## src/include/msoc_settings.svh

```systemverilog
`ifndef MSOC_SETTINGS_SVH
`define MSOC_SETTINGS_SVH

// Bus geometry
`define MSOC_DATA_W   16       // Host data word
`define MSOC_ADDR_W   8        // Region nibble plus register nibble
`define MSOC_IDX_W    4        // Low address nibble selects the register

// Peripheral sizes
`define MSOC_PORT_W   8        // General-purpose port pins
`define MSOC_NUM_IRQ  5        // Two pins plus three timer events

// Identification block contents
`define MSOC_ID_CODE  16'h115a // Moscovium-SS core family code
`define MSOC_ID_VERS  16'h0148 // Release 1.48
`define MSOC_ID_FKHZ  24000    // System clock in kHz

`endif

```

## src/rtl/msoc_pkg.sv

```systemverilog
`default_nettype none

package msoc_pkg;

	`include "msoc_settings.svh"

	typedef logic [`MSOC_DATA_W-1:0]  data_t;     // Bus word
	typedef logic [`MSOC_IDX_W-1:0]   reg_idx_t;  // Register index within a region
	typedef logic [`MSOC_PORT_W-1:0]  port_t;     // One port byte
	typedef logic [`MSOC_NUM_IRQ-1:0] irq_vec_t;  // One bit per interrupt source

	// Upper address nibble, other values unmapped
	typedef enum logic [`MSOC_ADDR_W-`MSOC_IDX_W-1:0] {
		REG_ID   = 4'h0,
		REG_INTC = 4'h1,
		REG_TIM  = 4'h2,
		REG_GPIO = 4'h3
	} region_e;

	typedef enum logic {
		BRG_IDLE = 1'b0,  // Waiting for an access phase
		BRG_RESP = 1'b1   // Ready cycle
	} brg_state_e;

	typedef enum logic [2:0] {
		SRC_EXT0 = 3'd0,
		SRC_EXT1 = 3'd1,
		SRC_TOVF = 3'd2,
		SRC_TCMA = 3'd3,
		SRC_TCMB = 3'd4
	} intc_src_e;

	typedef enum logic [`MSOC_IDX_W-1:0] {
		INTC_PEND = 4'd0,  // Write 1 to clear
		INTC_ENAB = 4'd1,
		INTC_VECT = 4'd2   // Read only
	} intc_reg_e;

	typedef enum logic [`MSOC_IDX_W-1:0] {
		TIM_CTRL = 4'd0,
		TIM_PERD = 4'd1,
		TIM_CMPA = 4'd2,
		TIM_CMPB = 4'd3,
		TIM_CNT  = 4'd4
	} tim_reg_e;

	typedef enum logic [`MSOC_IDX_W-1:0] {
		GPIO_OUT = 4'd0,
		GPIO_OE  = 4'd1,
		GPIO_IN  = 4'd2
	} gpio_reg_e;

endpackage

`default_nettype wire

```

## src/rtl/msoc_ifs.sv

```systemverilog
`timescale 1ns/1ps
`default_nettype none

// Register access path from the bridge to one peripheral
interface msoc_bus_if import msoc_pkg::*; ();

	logic     stb;    // High for the first access cycle only
	logic     we;     // Write when set
	reg_idx_t idx;    // Register index
	data_t    wdata;
	data_t    rdata;  // Combinational from idx

	modport bridge (
		output stb,
		output we,
		output idx,
		output wdata,
		input  rdata
	);

	modport periph (
		input  stb,
		input  we,
		input  idx,
		input  wdata,
		output rdata
	);

endinterface

// Timer settings and live count between register block and counter
interface msoc_tim_if import msoc_pkg::*; ();

	logic  run;     // Counter enable
	data_t period;  // Wrap value
	data_t cmpa;    // Channel A threshold
	data_t cmpb;    // Channel B threshold
	data_t count;   // Current count

	modport regs (
		output run,
		output period,
		output cmpa,
		output cmpb,
		input  count
	);

	modport core (
		input  run,
		input  period,
		input  cmpa,
		input  cmpb,
		output count
	);

endinterface

`default_nettype wire

```

## src/rtl/msoc_apb_bridge.sv

```systemverilog
`timescale 1ns/1ps
`default_nettype none
`include "msoc_settings.svh"

module msoc_apb_bridge import msoc_pkg::*; (
	input  logic                    clk,
	input  logic                    rst_n_i,
	input  logic                    psel_i,
	input  logic                    penable_i,
	input  logic                    pwrite_i,
	input  logic [`MSOC_ADDR_W-1:0] paddr_i,
	input  data_t                   pwdata_i,
	output data_t                   prdata_o,
	output logic                    pready_o,
	output logic                    pslverr_o,
	msoc_bus_if.bridge              intc_bus,
	msoc_bus_if.bridge              tim_bus,
	msoc_bus_if.bridge              gpio_bus
);

	brg_state_e state_q;
	region_e    rgn;
	reg_idx_t   idx;
	logic       stb;
	logic       err;
	data_t      id_rdata;
	data_t      sel_rdata;
	data_t      rdata_q;    // Read data held for the ready cycle
	logic       err_q;

	assign rgn = region_e'(paddr_i[`MSOC_ADDR_W-1:`MSOC_IDX_W]);  // Upper nibble
	assign idx = paddr_i[`MSOC_IDX_W-1:0];
	assign stb = psel_i & penable_i & (state_q == BRG_IDLE);     // First access cycle

	always_comb begin
		case (rgn)
			REG_ID:   err = pwrite_i;  // ID block is read only
			REG_INTC: err = 1'b0;
			REG_TIM:  err = 1'b0;
			REG_GPIO: err = 1'b0;
			default:  err = 1'b1;      // Hole in the map
		endcase
	end

	// Same request on all three buses, strobe only to the addressed one
	assign intc_bus.stb   = stb & (rgn == REG_INTC);
	assign intc_bus.we    = pwrite_i;
	assign intc_bus.idx   = idx;
	assign intc_bus.wdata = pwdata_i;
	assign tim_bus.stb    = stb & (rgn == REG_TIM);
	assign tim_bus.we     = pwrite_i;
	assign tim_bus.idx    = idx;
	assign tim_bus.wdata  = pwdata_i;
	assign gpio_bus.stb   = stb & (rgn == REG_GPIO);
	assign gpio_bus.we    = pwrite_i;
	assign gpio_bus.idx   = idx;
	assign gpio_bus.wdata = pwdata_i;

	always_comb begin
		case (idx)
			4'd0:    id_rdata = `MSOC_ID_CODE;
			4'd1:    id_rdata = `MSOC_ID_VERS;
			4'd2:    id_rdata = data_t'(`MSOC_ID_FKHZ);
			default: id_rdata = '0;
		endcase
	end

	always_comb begin
		case (rgn)
			REG_ID:   sel_rdata = err ? '0 : id_rdata;
			REG_INTC: sel_rdata = intc_bus.rdata;
			REG_TIM:  sel_rdata = tim_bus.rdata;
			REG_GPIO: sel_rdata = gpio_bus.rdata;
			default:  sel_rdata = '0;  // Unmapped reads as zero
		endcase
	end

	always_ff @(posedge clk) begin
		if (!rst_n_i) begin
			state_q <= BRG_IDLE;
			err_q   <= 1'b0;
		end else begin
			case (state_q)
				BRG_IDLE: begin
					if (stb) begin
						state_q <= BRG_RESP;  // Fixed single wait cycle
						err_q   <= err;
					end
				end
				BRG_RESP: state_q <= BRG_IDLE;
				default:  state_q <= BRG_IDLE;
			endcase
		end
	end

	always_ff @(posedge clk) begin
		if (stb) begin
			rdata_q <= sel_rdata;  // Sampled with the strobe
		end
	end

	assign pready_o  = (state_q == BRG_RESP);
	assign pslverr_o = pready_o & err_q;
	assign prdata_o  = pready_o ? rdata_q : '0;  // Quiet bus outside the ready cycle

endmodule

`default_nettype wire

```

## src/rtl/msoc_gpio.sv

```systemverilog
`timescale 1ns/1ps
`default_nettype none
`include "msoc_settings.svh"

module msoc_gpio import msoc_pkg::*; (
	input  logic        clk,
	input  logic        rst_n_i,
	msoc_bus_if.periph  bus,
	input  port_t       port_in_i,
	output port_t       port_out_o,
	output port_t       port_oe_o
);

	port_t out_q;
	port_t oe_q;   // Set bit drives the pin
	port_t in_s1_q;
	port_t in_s2_q;
	logic  wr;

	assign wr = bus.stb & bus.we;

	always_ff @(posedge clk) begin
		if (!rst_n_i) begin
			out_q <= '0;
			oe_q  <= '0;  // All pins high impedance
		end else if (wr) begin
			case (bus.idx)
				GPIO_OUT: out_q <= bus.wdata[`MSOC_PORT_W-1:0];
				GPIO_OE:  oe_q  <= bus.wdata[`MSOC_PORT_W-1:0];
				default:  ;  // GPIO_IN is read only
			endcase
		end
	end

	always_ff @(posedge clk) begin
		if (!rst_n_i) begin
			in_s1_q <= '0;
			in_s2_q <= '0;
		end else begin
			in_s1_q <= port_in_i;  // Pins are asynchronous
			in_s2_q <= in_s1_q;
		end
	end

	assign port_out_o = out_q;
	assign port_oe_o  = oe_q;

	always_comb begin
		case (bus.idx)
			GPIO_OUT: bus.rdata = data_t'(out_q);
			GPIO_OE:  bus.rdata = data_t'(oe_q);
			GPIO_IN:  bus.rdata = data_t'(in_s2_q);
			default:  bus.rdata = '0;
		endcase
	end

endmodule

`default_nettype wire

```

## src/rtl/msoc_intc.sv

```systemverilog
`timescale 1ns/1ps
`default_nettype none
`include "msoc_settings.svh"

module msoc_intc import msoc_pkg::*; (
	input  logic        clk,
	input  logic        rst_n_i,
	msoc_bus_if.periph  bus,
	input  logic        ext_int0_i,
	input  logic        ext_int1_i,
	input  logic        tim_ovf_i,
	input  logic        tim_cma_i,
	input  logic        tim_cmb_i,
	output logic        irq_o,
	output logic [3:0]  irq_vec_o
);

	logic [1:0] ext_s1_q;  // First synchronizer stage
	logic [1:0] ext_s2_q;  // Second synchronizer stage
	logic [1:0] ext_d_q;   // Previous synchronized level
	logic [1:0] ext_rise;
	irq_vec_t   src;
	irq_vec_t   clr;
	irq_vec_t   pend_q;
	irq_vec_t   enab_q;
	irq_vec_t   active;
	logic [3:0] vec;
	logic       wr_pend;
	logic       wr_enab;

	always_ff @(posedge clk) begin
		if (!rst_n_i) begin
			ext_s1_q <= '0;
			ext_s2_q <= '0;
			ext_d_q  <= '0;
		end else begin
			ext_s1_q <= {ext_int1_i, ext_int0_i};
			ext_s2_q <= ext_s1_q;
			ext_d_q  <= ext_s2_q;
		end
	end

	assign ext_rise = ext_s2_q & ~ext_d_q;  // Rising edges only

	always_comb begin
		src           = '0;
		src[SRC_EXT0] = ext_rise[0];
		src[SRC_EXT1] = ext_rise[1];
		src[SRC_TOVF] = tim_ovf_i;  // Timer pulses are already one cycle
		src[SRC_TCMA] = tim_cma_i;
		src[SRC_TCMB] = tim_cmb_i;
	end

	assign wr_pend = bus.stb & bus.we & (bus.idx == INTC_PEND);
	assign wr_enab = bus.stb & bus.we & (bus.idx == INTC_ENAB);
	assign clr     = wr_pend ? bus.wdata[`MSOC_NUM_IRQ-1:0] : '0;
	assign active  = pend_q & enab_q;

	always_ff @(posedge clk) begin
		if (!rst_n_i) begin
			pend_q <= '0;
			enab_q <= '0;
			irq_o  <= 1'b0;
		end else begin
			pend_q <= (pend_q & ~clr) | src;  // New event wins over clear
			if (wr_enab) begin
				enab_q <= bus.wdata[`MSOC_NUM_IRQ-1:0];
			end
			irq_o <= |active;
		end
	end

	// Lowest numbered active source has priority
	always_comb begin
		vec = 4'hf;
		for (int i = `MSOC_NUM_IRQ - 1; i >= 0; i--) begin
			if (active[i]) begin
				vec = 4'(i);
			end
		end
	end

	assign irq_vec_o = vec;

	always_comb begin
		case (bus.idx)
			INTC_PEND: bus.rdata = data_t'(pend_q);
			INTC_ENAB: bus.rdata = data_t'(enab_q);
			INTC_VECT: bus.rdata = data_t'(vec);
			default:   bus.rdata = '0;
		endcase
	end

endmodule

`default_nettype wire

```

## src/rtl/msoc_tim_core.sv

```systemverilog
`timescale 1ns/1ps
`default_nettype none

module msoc_tim_core import msoc_pkg::*; (
	input  logic     clk,
	input  logic     rst_n_i,
	msoc_tim_if.core tim,
	input  logic     restart_i,
	output logic     tim_ovf_o,
	output logic     tim_cma_o,
	output logic     tim_cmb_o,
	output logic     tim_pwma_o,
	output logic     tim_pwmb_o
);

	data_t cnt_q;
	logic  at_top;  // Count sits on the period value

	assign at_top = (cnt_q == tim.period);

	always_ff @(posedge clk) begin
		if (!rst_n_i) begin
			cnt_q <= '0;
		end else if (restart_i) begin
			cnt_q <= '0;               // Period or count write
		end else if (tim.run) begin
			if (at_top) begin
				cnt_q <= '0;           // Wrap after period
			end else begin
				cnt_q <= cnt_q + 1'b1;
			end
		end
	end

	always_ff @(posedge clk) begin
		if (!rst_n_i) begin
			tim_pwma_o <= 1'b0;
			tim_pwmb_o <= 1'b0;
		end else begin
			tim_pwma_o <= tim.run & (cnt_q < tim.cmpa);  // High for cmpa counts
			tim_pwmb_o <= tim.run & (cnt_q < tim.cmpb);
		end
	end

	// Event pulses last one count, silent while stopped
	assign tim_ovf_o = tim.run & at_top;
	assign tim_cma_o = tim.run & (cnt_q == tim.cmpa);
	assign tim_cmb_o = tim.run & (cnt_q == tim.cmpb);

	assign tim.count = cnt_q;

endmodule

`default_nettype wire

```

## src/rtl/msoc_tim_regs.sv

```systemverilog
`timescale 1ns/1ps
`default_nettype none

module msoc_tim_regs import msoc_pkg::*; (
	input  logic        clk,
	input  logic        rst_n_i,
	msoc_bus_if.periph  bus,
	msoc_tim_if.regs    tim,
	output logic        restart_o
);

	logic  run_q;     // TIM_CTRL bit 0
	data_t period_q;
	data_t cmpa_q;
	data_t cmpb_q;
	logic  wr;

	assign wr = bus.stb & bus.we;

	always_ff @(posedge clk) begin
		if (!rst_n_i) begin
			run_q    <= 1'b0;
			period_q <= '0;
			cmpa_q   <= '0;
			cmpb_q   <= '0;
		end else if (wr) begin
			case (bus.idx)
				TIM_CTRL: run_q    <= bus.wdata[0];
				TIM_PERD: period_q <= bus.wdata;
				TIM_CMPA: cmpa_q   <= bus.wdata;
				TIM_CMPB: cmpb_q   <= bus.wdata;
				default:  ;  // TIM_CNT only restarts the core
			endcase
		end
	end

	// Count restarts from zero at the same edge as the write
	assign restart_o = wr & ((bus.idx == TIM_PERD) | (bus.idx == TIM_CNT));

	assign tim.run    = run_q;
	assign tim.period = period_q;
	assign tim.cmpa   = cmpa_q;
	assign tim.cmpb   = cmpb_q;

	always_comb begin
		case (bus.idx)
			TIM_CTRL: bus.rdata = data_t'(run_q);
			TIM_PERD: bus.rdata = period_q;
			TIM_CMPA: bus.rdata = cmpa_q;
			TIM_CMPB: bus.rdata = cmpb_q;
			TIM_CNT:  bus.rdata = tim.count;  // Live value from the core
			default:  bus.rdata = '0;
		endcase
	end

endmodule

`default_nettype wire

```

## src/rtl/msoc_top.sv

```systemverilog
`timescale 1ns/1ps
`default_nettype none
`include "msoc_settings.svh"

module msoc_top import msoc_pkg::*; (
	input  logic                    clk,
	input  logic                    rst_n_i,
	input  logic                    psel_i,
	input  logic                    penable_i,
	input  logic                    pwrite_i,
	input  logic [`MSOC_ADDR_W-1:0] paddr_i,
	input  data_t                   pwdata_i,
	output data_t                   prdata_o,
	output logic                    pready_o,
	output logic                    pslverr_o,
	input  logic                    ext_int0_i,
	input  logic                    ext_int1_i,
	output logic                    irq_o,
	output logic [3:0]              irq_vec_o,
	output logic                    tim_pwma_o,
	output logic                    tim_pwmb_o,
	input  port_t                   port_in_i,
	output port_t                   port_out_o,
	output port_t                   port_oe_o
);

	logic tim_ovf;      // Timer events into the interrupt controller
	logic tim_cma;
	logic tim_cmb;
	logic tim_restart;  // Count reset request from the register block

	msoc_bus_if intc_bus ();
	msoc_bus_if tim_bus ();
	msoc_bus_if gpio_bus ();
	msoc_tim_if tim_if ();

	msoc_apb_bridge u_bridge (
		.clk       (clk),
		.rst_n_i   (rst_n_i),
		.psel_i    (psel_i),
		.penable_i (penable_i),
		.pwrite_i  (pwrite_i),
		.paddr_i   (paddr_i),
		.pwdata_i  (pwdata_i),
		.prdata_o  (prdata_o),
		.pready_o  (pready_o),
		.pslverr_o (pslverr_o),
		.intc_bus  (intc_bus.bridge),
		.tim_bus   (tim_bus.bridge),
		.gpio_bus  (gpio_bus.bridge)
	);

	msoc_intc u_intc (
		.clk        (clk),
		.rst_n_i    (rst_n_i),
		.bus        (intc_bus.periph),
		.ext_int0_i (ext_int0_i),
		.ext_int1_i (ext_int1_i),
		.tim_ovf_i  (tim_ovf),
		.tim_cma_i  (tim_cma),
		.tim_cmb_i  (tim_cmb),
		.irq_o      (irq_o),
		.irq_vec_o  (irq_vec_o)
	);

	msoc_tim_regs u_tim_regs (
		.clk       (clk),
		.rst_n_i   (rst_n_i),
		.bus       (tim_bus.periph),
		.tim       (tim_if.regs),
		.restart_o (tim_restart)
	);

	msoc_tim_core u_tim_core (
		.clk        (clk),
		.rst_n_i    (rst_n_i),
		.tim        (tim_if.core),
		.restart_i  (tim_restart),
		.tim_ovf_o  (tim_ovf),
		.tim_cma_o  (tim_cma),
		.tim_cmb_o  (tim_cmb),
		.tim_pwma_o (tim_pwma_o),
		.tim_pwmb_o (tim_pwmb_o)
	);

	msoc_gpio u_gpio (
		.clk        (clk),
		.rst_n_i    (rst_n_i),
		.bus        (gpio_bus.periph),
		.port_in_i  (port_in_i),
		.port_out_o (port_out_o),
		.port_oe_o  (port_oe_o)
	);

endmodule

`default_nettype wire

```

## config.mk

```make
export PLATFORM = sky130hd
export DESIGN_NAME = msoc_top
export DESIGN_NICKNAME = d
export VERILOG_FILES = /design/src/rtl/msoc_pkg.sv /design/src/rtl/msoc_ifs.sv /design/src/rtl/msoc_apb_bridge.sv /design/src/rtl/msoc_gpio.sv /design/src/rtl/msoc_intc.sv /design/src/rtl/msoc_tim_core.sv /design/src/rtl/msoc_tim_regs.sv /design/src/rtl/msoc_top.sv
export VERILOG_INCLUDE_DIRS = /design/src /design/src/include
export SDC_FILE = /design/constraint.sdc
export NUM_CORES = 1
export LEC_CHECK = 0
export BUFFER_PORTS_ARGS = -buffer_cell sky130_fd_sc_hd__clkbuf_2
export CORE_ASPECT_RATIO = 0.8
export CORE_MARGIN = 2
export CORE_UTILIZATION = 45
export DETAILED_ROUTE_END_ITERATION = 16
export HOLD_SLACK_MARGIN = 0.12
export PLACE_DENSITY = 0.67
export SYNTH_ARGS = -nofsm -noshare
export SYNTH_HDL_FRONTEND = slang
export SYNTH_HIERARCHICAL = 1
export SYNTH_SLANG_ARGS = --single-unit
```

## constraint.sdc

```tcl
create_clock -name clk -period 2.47 [get_ports clk]
set_input_delay 0.494 -clock clk [delete_from_list [all_inputs] [get_ports clk]]
set_output_delay 0.494 -clock clk [all_outputs]
set_load 0.01 [all_outputs]
```

# Yosys cells after proc, flatten, opt, wreduce, memory -nomap -nowiden
# Index checks and enable logic that the tools add are counted.
dict set report word_totals {
  reg_bits 134
  inputBits 39
  output_inout_bits 41
  word_cells 88
}
dict set report op_classes {
  n_addsub 1
  order_cmp 2
  eq_ne 10
  n_mux 17
  n_bitwise 26
  reduce_logical 12
}
# operator count
set op_table {}
lappend op_table {{16-bit one-hot mux with 5 select lines} 1}
lappend op_table {{16-bit one-hot mux with 4 select lines} 1}
lappend op_table {{16-bit == test} 3}
lappend op_table {{15-bit one-hot mux with 3 select lines} 1}
lappend op_table {{16-bit < comparator} 2}
lappend op_table {{16-bit two-way mux} 2}
lappend op_table {{8-bit one-hot mux with 3 select lines} 1}
lappend op_table {{4-bit two-way mux} 5}
lappend op_table {{1-bit AND} 17}
lappend op_table {{16-bit by 1-bit adder with 16-bit output, second input constant} 1}
lappend op_table {{4-bit by 2-bit == test with 1-bit output, second input constant} 4}
lappend op_table {{15-bit two-way mux} 1}
lappend op_table {{5-bit one-hot mux with 3 select lines} 1}
lappend op_table {{2-bit AND reduction} 7}
lappend op_table {{5-bit AND} 2}
lappend op_table {{4-bit by 1-bit == test with 1-bit output, second input constant} 2}
lappend op_table {{4-bit zero test} 2}
lappend op_table {{5-bit two-way mux} 1}
lappend op_table {{5-bit NOT} 1}
lappend op_table {{5-bit bitwise OR} 1}
lappend op_table {{5-bit OR reduction} 1}
lappend op_table {{4-bit by 3-bit == test with 1-bit output, second input constant} 1}
lappend op_table {{1-bit one-hot mux with 2 select lines} 2}
lappend op_table {{3-bit OR reduction} 1}
lappend op_table {{other kinds (6)} 7}

# Depth between registers and ports, before layout
# Gate-level depths: netlist (run 1).
dict set report depth {
  depth_word 9
  ltp_mapped 10
  mapped_depth_nobuf 7
}

# Modules after synthesis
# The synthesis (run 1) kept the hierarchy.
# mod instances cells_each area_per_inst_um2 seq_area_each_um2
set modules_own_cells {}
lappend modules_own_cells {msoc_tim_regs 1 249 2270.9 980.9}
lappend modules_own_cells {msoc_tim_core 1 221 1799.2 360.3}
lappend modules_own_cells {msoc_apb_bridge 1 176 1661.6 520.5}
lappend modules_own_cells {msoc_gpio 1 135 1381.3 640.6}
lappend modules_own_cells {msoc_intc 1 103 894.6 340.3}

# Worst setup path before layout (run 1)
# Ideal clock, no wire load.
dict set report synth_path {
  path_type {input port to flip-flop}
  start {in psel_i}
  end {reg u_tim_regs.cmpb_q[10], in the netlist u_tim_regs/tim.cmpb[10]}
  setup_time_ns 0.072
  t_arrival_ns 2.359
  required_ns 2.398
  slack_ns 0.040
  cell_stages 8
  n_path_buf 3
  cell_sequence {and3b_1 clkbuf_1 and3_1 and4bb_1 and3_1 buf_4 buf_6 mux2i_1}
}
dict set report synth_via {
  elab_chain_len 5
}
# element line
set synth_rtl {}
lappend synth_rtl {{start, declared} msoc_top.sv:8} ;# input logic psel_i,
lappend synth_rtl {{1-bit AND (2 in series)} msoc_apb_bridge.sv:33} ;# assign stb = psel_i & penable_i & (state_q == BRG_IDLE);
lappend synth_rtl {{via u_bridge.stb} msoc_apb_bridge.sv:24} ;# logic stb;
lappend synth_rtl {{1-bit AND} msoc_apb_bridge.sv:50} ;# assign tim_bus.stb = stb & (rgn == REG_TIM);
lappend synth_rtl {{via tim_bus.stb} msoc_ifs.sv:7} ;# logic stb;
lappend synth_rtl {{1-bit AND} msoc_tim_regs.sv:18} ;# assign wr = bus.stb & bus.we;
lappend synth_rtl {{2-bit AND reduction (no source line)} --}
lappend synth_rtl {{end signal, assigned} msoc_tim_regs.sv:31} ;# TIM_CMPB: cmpb_q <= bus.wdata;
lappend synth_rtl {{end, declared} msoc_tim_regs.sv:15} ;# data_t cmpb_q;
# The timed path passes the listed nets, and every way through them passes these cells.
# A chain may end at the register's enable or synchronous reset.

# Worst setup path in the final report (run 1)
dict set report layout_path {
  start {in paddr_i[0]}
  end {reg u_bridge.rdata_q[8] (data pin)}
}
dict set report layout_via {
  word_cells_on_any_way 9
  cone_classes {4 x eq/ne; 4 x mux; 1 x reduce/logical}
}
# element line
set layout_rtl {}
lappend layout_rtl {{start, declared} msoc_top.sv:11} ;# input logic [`MSOC_ADDR_W-1:0] paddr_i,
lappend layout_rtl {{4-bit by 3-bit == test with 1-bit output, or another cell as far along} msoc_tim_regs.sv:46} ;# case (bus.idx)
lappend layout_rtl {{16-bit one-hot mux with 5 select lines *} msoc_tim_regs.sv:46}
lappend layout_rtl {{via tim_bus.rdata[8]} msoc_ifs.sv:11} ;# data_t rdata;
lappend layout_rtl {{16-bit one-hot mux with 4 select lines *} msoc_apb_bridge.sv:69} ;# case (rgn)
lappend layout_rtl {{via u_bridge.sel_rdata[8]} msoc_apb_bridge.sv:27} ;# data_t sel_rdata;
lappend layout_rtl {{end signal, assigned} msoc_apb_bridge.sv:98} ;# rdata_q <= sel_rdata;
lappend layout_rtl {{end, declared} msoc_apb_bridge.sv:28} ;# data_t rdata_q;
# Mark *: on every way through the listed nets, which the timed path passes. The rest lies on a longest branch.

==> results of run 1 <==
-- worst register-to-register path, cell delays in order, from the launching register on --
cell	delay (ns)
dfxtp_1	0.56
xor2_1	0.12
nor4_1	0.31
nand2_1	0.16
nor4_1	0.48
buf_4	0.21
o21ai_0	0.08
a31oi_1	0.15
-- power by group through the flow --
stage          Combinational, mW  Clock [mW]  Sequential (mW)
2_1_floorplan              0.275           0             2.29
3_3_place_gp               0.311           0             2.30
3_5_place_dp               0.312           0             2.30
4_1_cts                    0.313        2.50             2.25
5_1_grt                    0.343        2.61             2.25
6_report                   0.317        2.48             2.25
-- worst paths after layout --
| check | cells after the start | end |
|---|---|---|
| setup / recovery | 6 | u_bridge/rdata_q[8] |
| hold / removal | 2 | u_gpio/in_s1_q[6] |
| setup reg to reg | 7 | u_intc/pend_q[2] |
| hold reg to reg | 1 | u_gpio/in_s2_q[7] |
-- through the flow --
| step | std cells | utilization [%] | power, mW | setup WS, ns | instance area (µm²) |
|---|---|---|---|---|---|
| finish | 1140 | 50.6 | 5.04 | 0.219 | 8710 |
| global route | 1140 | 50.6 | 5.21 | 0.148 | 8710 |
| CTS | 1140 | 50.6 | 5.06 | 0.286 | 8710 |
| detailed placement | 1108 | 47.3 | 2.61 | -0.150 | 8140 |
| global placement | 1108 | 47.3 | 2.61 | -0.0896 | 8140 |
| floorplan | 882 | - | 2.56 | 0.0398 | 7930 |
-- final cells by class --
class | count | area [µm²]
Clock inverter | 14 | 130
Clock buffer | 18 | 439
Sequential cell | 134 | 2840
Inverter | 41 | 154
Multi-Input combinational cell | 597 | 4170
Fill cell | 1602 | 8510
Tap cell | 225 | 282
Timing Repair Buffer | 111 | 688
-- placed cells by master, fill, tap and decap left out, types with 16 or more instances in the layout --
master     instances
conb_1            19
xnor2_1           18
and2_1            43
edfxtp_1          16
ha_1              33
a21oi_1           16
nor2_1            39
nand2_1          123
clkbuf_16         17
mux2i_1           93
dfxtp_1          118
clkbuf_2          78
inv_1             41
buf_4             29
a22oi_1           39
-- metal layers --
metal	vias to the layer above	wire length [µm]	GRT usage (%)
met4	0	376	7.54
met3	31	1890	6.78
met2	254	8420	31.6
met5	-	0	0
li1	3000	-	-
met1	2983	10200	33.5
-- sequential cells by signal (all words and copies together), names as in the netlist --
signal                 count
u_tim_regs/tim.run         1
u_bridge/err_q             1
u_intc/pend_q              5
u_tim_regs/tim.cmpb       16
u_tim_regs/tim.cmpa       16
u_gpio/in_s2_q             8
u_bridge/pready_o          1
u_gpio/port_oe_o           8
u_gpio/port_out_o          8
u_tim_core/tim.count      16
u_tim_core/tim_pwma_o      1
u_tim_regs/tim.period     16
u_gpio/in_s1_q             8
u_bridge/rdata_q          16
u_intc/ext_d_q             2
u_tim_core/tim_pwmb_o      1
u_intc/ext_s1_q            2
u_intc/irq_o               1
u_intc/enab_q              5
u_intc/ext_s2_q            2
==> run_results.csv, run 1 <==
group,metric,value,unit
layout,n_antenna_cell,0,
pwr,powerDensity,579,nW/µm²
route,drc,0,
layout,drive_above_1_share,18.5,%
pwr,max-vdd-ir-drop,0.414,mV
worst_setup_path,critPathMaxStageDelay,1.23,ns
worst_hold_path,min_path_type,"in2reg",
worst_hold_path,hp-start,"port_in_i[6]",
yosys,synth_area,7870,µm²
clocking,root_buffer,"clkbuf_16",
clocking,clock_sinks,134,
global_route,grt_pass1_vias,5808,
layout,nets,974,
die,die_height,122,µm
route,drt_iter0_markers,644,
run_status,outcome,"finished, violations left",
global_route,overflow,0,
placement,dpl.hpwl,15500,µm
sta,worst_pin_slew,1.48,ns
clocking,clock_latency,0.43,ns
global_route,grt.total_usage,22.8,%
worst_setup_path,path_buf_inv,1,
pwr,switchingPower,1.33,mW
worst_setup_path,slowest_stage,"nor4b_2",
clocking,post_cts_buffers,0,
die,die_w,152,µm
sta,tns,0,ns
sta,fmax,0.444,GHz
worst_setup_path,critPathCaptureType,"flop",
sta,finalSetupViolations,0,
yosys,synthCells,865,
placement,finalWeightedCongestion,0.956,
global_route,grt_pass1_wl,32800,µm
pwr,clockPowerShare,49.1,%
sta,fin_crit_sh,91.1,%
global_route,antenna_found_initial,0,
route,dr.pass1.iters,5,
worst_setup_path,crit_start,"paddr_i[0]",
worst_setup_path,cp_max_fo,15,
clocking,cts_tree,"built",
die,io_pins,80,
yosys,ys_warn_count,6,
pwr,leakage,3.80,nW
route,via_per_inst,5.50,
route,wl_per_cell,18.3,µm
sta,slew_headroom,1.28,%
worst_setup_path,path_delay_family,"simple AND/OR/NAND/NOR gates",
route,drt_wl_total,20900,µm
pwr,swShare,26.3,%
layout,area_growth_syn_to_layout,10.7,%
route,ant_nets,0,
die,core-area,17200,µm²
sta,finClkSkew,0.0117,ns
die,rows,43,
clocking,cts_hold_buf,0,
yosys,syn_avg_cell_area,9.09,µm²
clocking,cts_buffer_depth,2,
sta,final_hold_viol_count,0,
pwr,pwr-share-seq,44.6,%
clocking,cts_resized,0,
pwr,p_int,3.72,mW
die,dieArea,18600,µm²
global_route,grt_max_degree,103,
worst_setup_path,regToRegSetupSlack,0.32,ns
run_status,failed_checks,"max-capacitance violations",
worst_setup_path,worstSetupPathType,"in2reg",
worst_setup_path,cp-start-kind,"primary input",
die,start_util,45.7,%
sta,hold_slack,0.261,ns
worst_setup_path,path_cells,"clkbuf_2 -> nor4b_2 -> a22oi_1 -> o21ai_1 -> a221oi_1 -> a211oi_1",
worst_setup_path,r2r-start,"u_tim_core/tim.count[10]",
worst_setup_path,required,2.73,ns
route,route.vias.total,6268,
sta,drv_slew,0,
clocking,h-tree-depth,4,
placement,io_buffers,79,
clocking,cts.reportedPaths.clkPinSlew,0.07,ns
clocking,cts_buffers,17,
worst_setup_path,crit_arrival,2.51,ns
flow_run,drv_cap,1,
sta,rsz0062_at_grt,"false",
sta,finalCriticalPeriod,2.25,ns
pwr,p_comb_share,6.3,%
Note: power is estimated with default switching activity, not from simulation.
==> run 2, diff against run 1 <==
ABC_AREA = 1   (was default)
BUFFER_PORTS_ARGS = -buffer_cell sky130_fd_sc_hd__buf_2   (was -buffer_cell sky130_fd_sc_hd__clkbuf_2)
CORE_ASPECT_RATIO = default   (was 0.8)
PLACE_DENSITY = 0.66   (was 0.67)
==> run_results.csv, run 2 <==
group,metric,value,unit
worst_setup_path,cp-start-kind,"flop",
worst_setup_path,required,1.98,ns
layout,layout_commonest_cell,"nand2_1",
global_route,grt.total_usage,22.3,%
clocking,root_buffer,"clkbuf_16",
worst_setup_path,crit_arrival,1.36,ns
pwr,max-vdd-ir-drop,0.476,mV
worst_setup_path,critPathCaptureType,"output pin",
die,rows,51,
global_route,grt_max_degree,66,
placement,placed_cell_area,9250,µm²
route,drc,0,
layout,n_antenna_cell,0,
placement,io_buffers,79,
yosys,syn_avg_cell_area,6.44,µm²
sta,drv_slew,0,
worst_setup_path,cp_max_fo,3,
route,ant_nets,0,
global_route,antenna_found_initial,0,
global_route,overflow,0,
sta,tns,0,ns
clocking,cts_buffer_depth,2,
pwr,p_comb_share,7.1,%
clocking,post_cts_buffers,0,
clocking,cts_hold_buf,0,
sta,worst_pin_slew,0.596,ns
layout,fillers,2044,
layout,nets,1498,
sta,fin_crit_sh,75.2,%
placement,dpl.hpwl,17100,µm
clocking,cts_tree,"built",
route,drt_iter0_markers,794,
pwr,switchingPower,1.39,mW
layout,multi_input_area,4350,µm²
sta,final_hold_viol_count,0,
worst_hold_path,worstHoldEndpoint,"u_gpio/in_s1_q[0]",
sta,finClkSkew,0.00839,ns
clocking,cts.reportedPaths.clkPinSlew,0.07,ns
die,start_util,46.1,%
clocking,clock_sinks,134,
layout,area_growth_syn_to_layout,8.82,%
global_route,grt_pass1_vias,7326,
route,drt_wl_total,23200,µm
sta,finalCriticalPeriod,1.86,ns
die,io_pins,80,
sta,fmax,0.539,GHz
clocking,clock_latency,0.43,ns
layout,drive_above_1_share,14.2,%
clocking,cts_resized,0,
die,die_w,146,µm
yosys,ys_warn_count,6,
worst_hold_path,hp-start,"port_in_i[0]",
run_status,outcome,"finished clean",
worst_setup_path,regToRegSetupSlack,0.69,ns
worst_hold_path,hold_depth,3,
layout,regArea,2840,µm²
die,die_height,146,µm
worst_setup_path,worstReg2RegEnd,"u_intc/pend_q[3]",
global_route,grt_pass1_wl,38100,µm
yosys,synthCells,1401,
sta,finalSetupViolations,0,
layout,final_area,9820,µm²
yosys,synth_area,9020,µm²
worst_setup_path,reg2regPathDepth,8,
pwr,leakage,4.88,nW
route,route.vias.total,8268,
layout,mostFrequentLayoutCells,"nand2_1 (356), inv_1 (286), nor2_1 (147)",
worst_setup_path,worstSetupPathType,"reg2out",
flow_run,drv_cap,0,
worst_hold_path,min_path_type,"in2reg",
clocking,cts_buffers,17,
pwr,p_int,3.69,mW
route,dr.pass1.iters,6,
pwr,pwr-share-seq,44.1,%
pwr,swShare,27.4,%
worst_setup_path,r2r-start,"u_tim_regs/tim.cmpa[15]",
sta,rsz0062_at_grt,"false",
pwr,powerDensity,518,nW/µm²
pwr,clockPowerShare,48.8,%
die,core-area,19600,µm²
route,via_per_inst,4.85,
clocking,h-tree-depth,4,
sta,hold_slack,0.241,ns
route,wl_per_cell,13.6,µm
placement,finalWeightedCongestion,0.885,
sta,slew_headroom,60.2,%
die,dieArea,21200,µm²
[run 2: area by class of cell]
cell class	instances	share of cell area, %
Multi-Input combinational cell	867	44.3
Clock buffer	18	4.47
Timing Repair Buffer	99	5.81
Clock inverter	14	1.31
Tap cell	265	3.38
Inverter	307	11.7
Sequential cell	134	29.0
[run 2: worst max-delay path by stage]
stage                           startpoint                       to  cells past startpoint
after floorplan                     psel_i  u_tim_core/tim.count[8]                     13
final                     u_intc/pend_q[1]             irq_vec_o[3]                      4
after global placement          paddr_i[1]      u_bridge/rdata_q[7]                      9
after global routing      u_intc/enab_q[3]             irq_vec_o[0]                      5
after detailed placement        paddr_i[1]      u_bridge/rdata_q[7]                      9
after CTS                 u_intc/pend_q[1]             irq_vec_o[3]                      4
[run 2: critical path: stages, from the launching register on]
cell	delay (ns)
dfxtp_1	0.33
nand2_1	0.10
nand2_1	0.12
nor3_4	0.21
buf_2	0.16
[run 2: metrics by stage]
step / std cells / total power [mW] / util, % / setup slack, ns
detailed placement: 1672 / 2.65 / 47.2 / 0.323
global route: 1704 / 5.27 / 50.1 / 0.462
finish: 1704 / 5.09 / 50.1 / 0.613
CTS: 1704 / 5.13 / 50.1 / 0.586
floorplan: 1418 / 2.60 / - / 0.104
global placement: 1672 / 2.65 / 47.2 / 0.316
[run 2: power by group through the flow]
stage | Combinational, mW | Clock, mW | Sequential, mW
after floorplan | 0.311 | 0 | 2.29
after global placement | 0.359 | 0 | 2.29
after detailed placement | 0.358 | 0 | 2.29
after CTS | 0.359 | 2.53 | 2.24
after global routing | 0.403 | 2.62 | 2.24
final | 0.363 | 2.48 | 2.24
[run 2: per-layer routing]
metal | global-route usage [%] | vias to the layer above | wire length, µm
met5 | 0 | - | 0
met4 | 7.75 | 0 | 581
met3 | 3.92 | 33 | 1460
met2 | 33.4 | 232 | 10100
met1 | 32.3 | 3732 | 11100
li1 | - | 4271 | -
